**config.mk**
```make
export PLATFORM = sky130hd
export DESIGN_NAME = pipe_core
export DESIGN_NICKNAME = d
export VERILOG_FILES = /design/src/source/pipe_pkg.sv /design/src/source/fetch_pc.sv /design/src/source/pipe_core.sv /design/src/source/pipe_ctrl.sv /design/src/source/retire_unit.sv /design/src/source/stage_reg.sv
export SDC_FILE = /design/constraint.sdc
export NUM_CORES = 1
export LEC_CHECK = 0
export ABC_CLOCK_PERIOD_IN_PS = 13070
export BUFFER_PORTS_ARGS = -buffer_cell sky130_fd_sc_hd__clkbuf_2
export CAP_MARGIN = 30
export CORE_ASPECT_RATIO = 1.75
export CORE_MARGIN = 4
export CORE_UTILIZATION = 59
export DETAILED_ROUTE_END_ITERATION = 10
export PLACE_DENSITY = 0.9
export SYNTH_ARGS = -nofsm -noshare
export SYNTH_HDL_FRONTEND = slang
export SYNTH_SLANG_ARGS = --single-unit
export TNS_END_PERCENT = 20
```
**constraint.sdc**
```tcl
create_clock -name clk -period 13.07 [get_ports clk]
set_clock_uncertainty 0.05 [all_clocks]
set_input_delay 3.2675 -clock clk [delete_from_list [all_inputs] [get_ports clk]]
set_output_delay 3.2675 -clock clk [all_outputs]
set_load 0.005 [all_outputs]
```
**src/source/pipe_pkg.sv**
```systemverilog
package pipe_pkg;

    // one machine word: pc, epc, redirect target, exception code
    typedef logic [31:0] word_t;

    // stall vector, one bit per stage from pc up to WB
    typedef logic [5:0] stall_t;

    // retired instruction count
    typedef logic [31:0] count_t;

    // stall bit positions
    localparam int unsigned STALL_PC  = 0;
    localparam int unsigned STALL_IF  = 1;
    localparam int unsigned STALL_ID  = 2;
    localparam int unsigned STALL_EX  = 3;
    localparam int unsigned STALL_MEM = 4;
    localparam int unsigned STALL_WB  = 5;

    // pipeline registers between IF and WB
    localparam int unsigned NUM_STAGES = 4;

    // exception codes from the MEM stage
    localparam word_t EXC_NONE = 32'h0000_0000;
    localparam word_t EXC_INT  = 32'h0000_0001;
    localparam word_t EXC_ADEL = 32'h0000_0004;
    localparam word_t EXC_ADES = 32'h0000_0005;
    localparam word_t EXC_SYS  = 32'h0000_0008;
    localparam word_t EXC_BP   = 32'h0000_0009;
    localparam word_t EXC_RI   = 32'h0000_000a;
    localparam word_t EXC_OV   = 32'h0000_000c;
    localparam word_t EXC_TR   = 32'h0000_000d;
    localparam word_t EXC_ERET = 32'h0000_000e;

    // common handler entry for every exception except eret
    localparam word_t EXC_VECTOR = 32'hbfc0_0380;

endpackage

```
**src/source/fetch_pc.sv**
```systemverilog
module fetch_pc #(
    parameter pipe_pkg::word_t RESET_PC = 32'hbfc0_0000
) (
    input  logic             clk,
    input  logic             rst_n,
    input  pipe_pkg::stall_t stall,
    input  logic             flush,
    input  pipe_pkg::word_t  new_pc,
    output pipe_pkg::word_t  pc,
    output logic             pc_valid
);

    logic hold;

    // IF stall vectors leave bit 0 clear, so a held IF
    // register must also freeze pc or the next fetch is lost
    assign hold = stall[pipe_pkg::STALL_PC] | stall[pipe_pkg::STALL_IF];

    always_ff @(posedge clk)
    begin
        if (!rst_n)
        begin
            pc       <= RESET_PC;
            pc_valid <= 1'b0;
        end
        else
        begin
            pc_valid <= 1'b1;
            if (flush)
            begin
                pc <= new_pc;
            end
            else if (!hold)
            begin
                pc <= pc + 32'd4;
            end
        end
    end

    // redirect targets come from outside, keep them aligned
    pc_aligned: assert property (
        @(posedge clk) disable iff (!rst_n)
        pc[1:0] == 2'b00
    ) else $error("fetch pc %h is not word aligned", pc);

endmodule

```
**src/source/pipe_core.sv**
```systemverilog
module pipe_core #(
    parameter pipe_pkg::word_t RESET_PC = 32'hbfc0_0000
) (
    input  logic              clk,
    input  logic              rst_n,
    input  logic              stallreq_pc,
    input  logic              stallreq_if,
    input  logic              stallreq_id,
    input  logic              stallreq_ex,
    input  logic              stallreq_mem,
    input  pipe_pkg::word_t   excepttype,
    input  pipe_pkg::word_t   cp0_epc,
    output pipe_pkg::stall_t  stall,
    output logic              flush,
    output pipe_pkg::word_t   new_pc,
    output logic              retire_valid,
    output pipe_pkg::word_t   retire_pc,
    output pipe_pkg::count_t  retire_count
);

    // index 0 is the fetch pc, 1..NUM_STAGES the pipeline registers
    pipe_pkg::word_t  stage_pc    [0:pipe_pkg::NUM_STAGES];
    logic             stage_valid [0:pipe_pkg::NUM_STAGES];

    pipe_ctrl u_ctrl (
        .rst_n        (rst_n),
        .stallreq_pc  (stallreq_pc),
        .stallreq_if  (stallreq_if),
        .stallreq_id  (stallreq_id),
        .stallreq_ex  (stallreq_ex),
        .stallreq_mem (stallreq_mem),
        .excepttype   (excepttype),
        .cp0_epc      (cp0_epc),
        .stall        (stall),
        .flush        (flush),
        .new_pc       (new_pc)
    );

    fetch_pc #(
        .RESET_PC (RESET_PC)
    ) u_fetch (
        .clk      (clk),
        .rst_n    (rst_n),
        .stall    (stall),
        .flush    (flush),
        .new_pc   (new_pc),
        .pc       (stage_pc[0]),
        .pc_valid (stage_valid[0])
    );

    // IF/ID, ID/EX, EX/MEM, MEM/WB
    generate
        for (genvar k = 1; k <= pipe_pkg::NUM_STAGES; k++)
        begin : g_stage
            stage_reg #(
                .STAGE (k)
            ) u_stage (
                .clk       (clk),
                .rst_n     (rst_n),
                .stall     (stall),
                .flush     (flush),
                .in_pc     (stage_pc[k - 1]),
                .in_valid  (stage_valid[k - 1]),
                .out_pc    (stage_pc[k]),
                .out_valid (stage_valid[k])
            );
        end
    endgenerate

    retire_unit u_retire (
        .clk          (clk),
        .rst_n        (rst_n),
        .in_pc        (stage_pc[pipe_pkg::NUM_STAGES]),
        .in_valid     (stage_valid[pipe_pkg::NUM_STAGES]),
        .retire_valid (retire_valid),
        .retire_pc    (retire_pc),
        .retire_count (retire_count)
    );

endmodule

```
**src/source/pipe_ctrl.sv**
```systemverilog
module pipe_ctrl (
    input  logic             rst_n,
    input  logic             stallreq_pc,
    input  logic             stallreq_if,
    input  logic             stallreq_id,
    input  logic             stallreq_ex,
    input  logic             stallreq_mem,
    input  pipe_pkg::word_t  excepttype,
    input  pipe_pkg::word_t  cp0_epc,
    output pipe_pkg::stall_t stall,
    output logic             flush,
    output pipe_pkg::word_t  new_pc
);

    logic              exc_hit;
    pipe_pkg::word_t   exc_target;
    pipe_pkg::stall_t  stall_run;

    // decode the MEM stage exception code
    always_comb
    begin
        exc_hit    = 1'b1;
        exc_target = pipe_pkg::EXC_VECTOR;
        case (excepttype)
            pipe_pkg::EXC_INT, pipe_pkg::EXC_ADEL, pipe_pkg::EXC_ADES,
            pipe_pkg::EXC_SYS, pipe_pkg::EXC_BP, pipe_pkg::EXC_RI,
            pipe_pkg::EXC_OV, pipe_pkg::EXC_TR:
                exc_target = pipe_pkg::EXC_VECTOR;
            pipe_pkg::EXC_ERET:
                exc_target = cp0_epc;
            // unknown codes behave as no exception
            pipe_pkg::EXC_NONE:
                exc_hit = 1'b0;
            default:
                exc_hit = 1'b0;
        endcase
    end

    // exception first, then the oldest stalling stage wins
    always_comb
    begin
        stall  = '0;
        flush  = 1'b0;
        new_pc = '0;
        if (rst_n)
        begin
            if (exc_hit)
            begin
                flush  = 1'b1;
                new_pc = exc_target;
            end
            else if (stallreq_mem)
                stall[pipe_pkg::STALL_MEM:pipe_pkg::STALL_IF] = '1;
            else if (stallreq_ex)
                stall[pipe_pkg::STALL_EX:pipe_pkg::STALL_IF] = '1;
            else if (stallreq_id)
                stall[pipe_pkg::STALL_ID:pipe_pkg::STALL_IF] = '1;
            else if (stallreq_if)
                stall[pipe_pkg::STALL_IF] = 1'b1;
            else if (stallreq_pc)
                stall[pipe_pkg::STALL_PC] = 1'b1;
        end
    end

    // stall must be a run of ones from bit 0 or bit 1
    always_comb
    begin
        stall_run = stall[pipe_pkg::STALL_PC] ? stall : (stall >> 1);
        assert (!(flush && stall != '0))
            else $error("flush raised together with stall %b", stall);
        assert ((stall_run & (stall_run + 1'b1)) == '0)
            else $error("stall vector %b is not a contiguous prefix", stall);
    end

endmodule

```
**src/source/retire_unit.sv**
```systemverilog
module retire_unit (
    input  logic              clk,
    input  logic              rst_n,
    input  pipe_pkg::word_t   in_pc,
    input  logic              in_valid,
    output logic              retire_valid,
    output pipe_pkg::word_t   retire_pc,
    output pipe_pkg::count_t  retire_count
);

    // one-cycle pulse per completing instruction
    always_ff @(posedge clk)
    begin
        if (!rst_n)
        begin
            retire_valid <= 1'b0;
        end
        else
        begin
            retire_valid <= in_valid;
        end
    end

    // last retired pc and running total
    always_ff @(posedge clk)
    begin
        if (!rst_n)
        begin
            retire_pc    <= '0;
            retire_count <= '0;
        end
        else if (in_valid)
        begin
            retire_pc    <= in_pc;
            retire_count <= retire_count + 1'b1;
        end
    end

endmodule

```
**src/source/stage_reg.sv**
```systemverilog
module stage_reg #(
    parameter int unsigned STAGE = 1
) (
    input  logic             clk,
    input  logic             rst_n,
    input  pipe_pkg::stall_t stall,
    input  logic             flush,
    input  pipe_pkg::word_t  in_pc,
    input  logic             in_valid,
    output pipe_pkg::word_t  out_pc,
    output logic             out_valid
);

    logic stall_up;
    logic stall_own;

    // upstream stage sits one bit below this one
    assign stall_up  = stall[STAGE - 1];
    assign stall_own = stall[STAGE];

    // valid bit
    always_ff @(posedge clk)
    begin
        if (!rst_n)
        begin
            out_valid <= 1'b0;
        end
        else if (flush)
        begin
            out_valid <= 1'b0;
        end
        else if (!stall_own)
        begin
            // bubble when upstream is frozen
            out_valid <= stall_up ? 1'b0 : in_valid;
        end
    end

    // pc payload, only meaningful while valid
    always_ff @(posedge clk)
    begin
        if (!flush && !stall_own && !stall_up)
        begin
            out_pc <= in_pc;
        end
    end

    flush_clears: assert property (
        @(posedge clk) disable iff (!rst_n)
        flush |=> !out_valid
    ) else $error("stage %0d still valid after flush", STAGE);

endmodule
```
==> impl_metrics.yaml <==
routing:
  detail_route.iter0.violations: 257
  ant_nets: 0
  via_per_inst: 5.80
  dr_total_vias: 6387
  routedWlPerCell_um: 17.5
  dr.pass1.iters: 4
  drt_wl_total_um: 19300
  drc: 0
clocking:
  cts.htree.levels: 1
  clkSinkCount: 230
  cts.path.max_buffers: 3
  cts_resized: 0
  postCtsHoldBufs: 0
  cts_setup_buffers: 0
  cts_tree: "built"
  root_buffer: "clkbuf_16"
  cts_buffers: 20
  clk_latency_ns: 0.48
  clk_pin_slew_worst_paths_ns: 0.06
pwr:
  p_int_w: 0.00112
  seq_power_share_pct: 56.9
  p_leak_nw: 4.00
  cellPowerDensity_nw_per_um2: 130
  p_sw_w: 0.000268
  switching_share_pct: 19.3
  pwr-share-comb_pct: 2.8
  irDropWorstVdd_v: 0.0000900
  clockPowerShare_pct: 40.4
min_path:
  whs_path_depth: 0
  hp-class: "flip-flop to flip-flop"
  min_from: "g_stage[2].u_stage.out_pc[7]"
  whs_endpoint: "g_stage[3].u_stage.out_pc[7]"
timing:
  grt_setup_unrepaired: "no"
  slew_viol_final: 0
  period_share_pct: 69.1
  worst_pin_slew_ns: 1.04
  worst_slack_ns: 4.04
  finalSetupViolations: 0
  fin_setup_tns_ns: 0
  timing.final.crit_period_ns: 9.03
  maxSlewHeadroom_pct: 30.4
  hold_viol: 0
  clock.fmax_mhz: 111
die:
  die_height_um: 171
  die_area_um2: 17400
  io_pins: 175
  core_area_um2: 14900
  initial_utilization_pct: 60.4
  fp.dieW_um: 101
  row_count: 59
synth:
  synth_edf_count: 128
  synth_area_um2: 9000
  ys_seq_elements: 230
  synth_common_cells: "edfxtp_1, nor2_1, dfxtp_1"
  yosysTopAreaCell: "edfxtp_1"
  synthTopCellsByArea: "edfxtp_1, dfxtp_1, nor2_1"
  syn_nets: 808
  yosys_warnings: 0
  yosys.area.top_type_share_pct: 42.7
  synthCells: 735
  synth_seq_area_share_pct: 65.4
  avgSynthCellArea_um2: 12.2
  synth.distinct_cells: 63
  synth.most_common_cell: "edfxtp_1"
  synth_ff_type: "edfxtp_1"
  synthArstFlopShare_pct: 0
worst_setup_path:
  cp.required_ns: 9.75
  cp_max_fo: 21
  crit_path_end_kind: "output port"
  worstSetupStartpointType: "primary input"
  worstReg2RegEnd: "u_retire.retire_count[31]"
  cp.arrival_ns: 5.71
  r2r_start: "g_stage[4].u_stage.out_valid"
  crit_type: "primary input to output port"
  rr_worst_depth: 6
  reg2reg_slack_ns: 9.98
global_routing:
  grt_first_pass_wirelength_um: 30800
  antenna_found_initial: 0
  grt_pass1_vias: 6441
  grt_use_total_pct: 22.3
  grt_overflow_total: 0
  grt_max_degree: 77
cells_and_area:
  syn2layout_area_growth_pct: 18.5
  instances_no_fill: 1101
  layout-drive-gt1-share_pct: 26.8
  stdcell_area_um2: 10700
  diodes: 0
  fin_nets: 977
  final_util_pct: 71.5
placement:
  place_area_um2: 10000
  routabilityCongestion: 0.944
  hpwlAfterDp_um: 14100
  placed_cells: 1065
  port_buffers: 173
  place_ws_ns: 4.02
run_status:
  status: "completed"
flow_run:
  cap_violations: 0
how the worst max path moves through the flow:
stage | startpoint | end | depth (start not counted)
floorplan | excepttype[16] | new_pc[7] | 7
global placement | excepttype[6] | new_pc[17] | 6
detailed placement | excepttype[16] | new_pc[19] | 6
CTS | excepttype[16] | new_pc[19] | 6
global route | excepttype[28] | new_pc[1] | 6
finish | excepttype[16] | new_pc[11] | 6
critical path: stages:
cell and delay, ns:
clkbuf_2 0.08, or4_1 0.55, or4_1 0.75, nor3_4 0.69, and2_4 0.26, clkbuf_2 0.11
power groups by stage:
stage                     sequential (W)  combinational, W  clock, W
after floorplan                 0.000805         0.0000178         0
final                           0.000789         0.0000382  0.000561
after CTS                       0.000790         0.0000384  0.000572
after global placement          0.000804         0.0000374         0
after detailed placement        0.000805         0.0000382         0
after global routing            0.000791         0.0000418  0.000606
routing by layer:
metal	global-route usage, %	up-vias	share of wire (%)
met1	24.4	2978	36
li1	-	3071	-
met3	2.96	71	5.5
met5	0	-	0
met4	13.1	0	6.1
met2	40.3	267	52
cells in the final DEF, fill, tap and decap left out, types with 3 or more instances in the layout:
master / count
o21ai_2: 3
nand3_1: 22
and4_1: 9
nand2_1: 27
and3_1: 4
clkbuf_2: 173
xnor2_1: 23
or2_2: 3
a31oi_1: 6
a22oi_1: 6
nor3_1: 19
dfxtp_1: 101
a311oi_1: 6
and2_4: 8
o21ai_0: 12
nor4_1: 22
clkbuf_8: 5
and2_1: 15
mux2_2: 4
clkinv_2: 3
nor2_1: 102
or4_1: 6
mux2i_1: 33
clkbuf_16: 21
xor2_1: 6
inv_1: 14
o221a_1: 8
a21o_1: 4
or3_1: 12
clkbuf_1: 4
a21oi_1: 21
edfxtp_1: 128
a211oi_1: 8
o21a_1: 3
buf_4: 11
nand4_1: 19
state kept, by name (all words and copies together) (netlist names):
name                       flops
g_stage.u_stage.out_pc       128
u_fetch.pc                    32
u_retire.retire_count         32
u_retire.retire_pc            32
g_stage.u_stage.out_valid      4
u_fetch.pc_valid               1
u_retire.retire_valid          1
per-stage QoR:
step | hold slack, ns | power, W
3_5_place_dp | 0.355 | 0.000844
3_3_place_gp | 0.352 | 0.000842
2_1_floorplan | 0.350 | 0.000822
4_1_cts | 0.363 | 0.00140
6_report | 0.365 | 0.00139
5_1_grt | 0.373 | 0.00144
cells by family after synthesis:
kind of cell	Yosys count	share of synthesized area (%)
fa+ha+maj	2	0.278
other cells	1	0.0416
xor+xnor	29	2.82
buf+inv	52	2.52
compound gates	101	7.96
mux	37	4.17
simple gates	283	16.8
flops	230	65.4
layout make-up:
class,count,area (um2)
Inverter,15,56.3
Fill cell,1058,4250
Multi-Input combinational cell,453,2910
Clock buffer,30,609
Timing Repair Buffer,184,948
Clock inverter,6,31.3
Tap cell,183,229
Sequential cell,230,5890
Power figures use the tool's default switching activity.
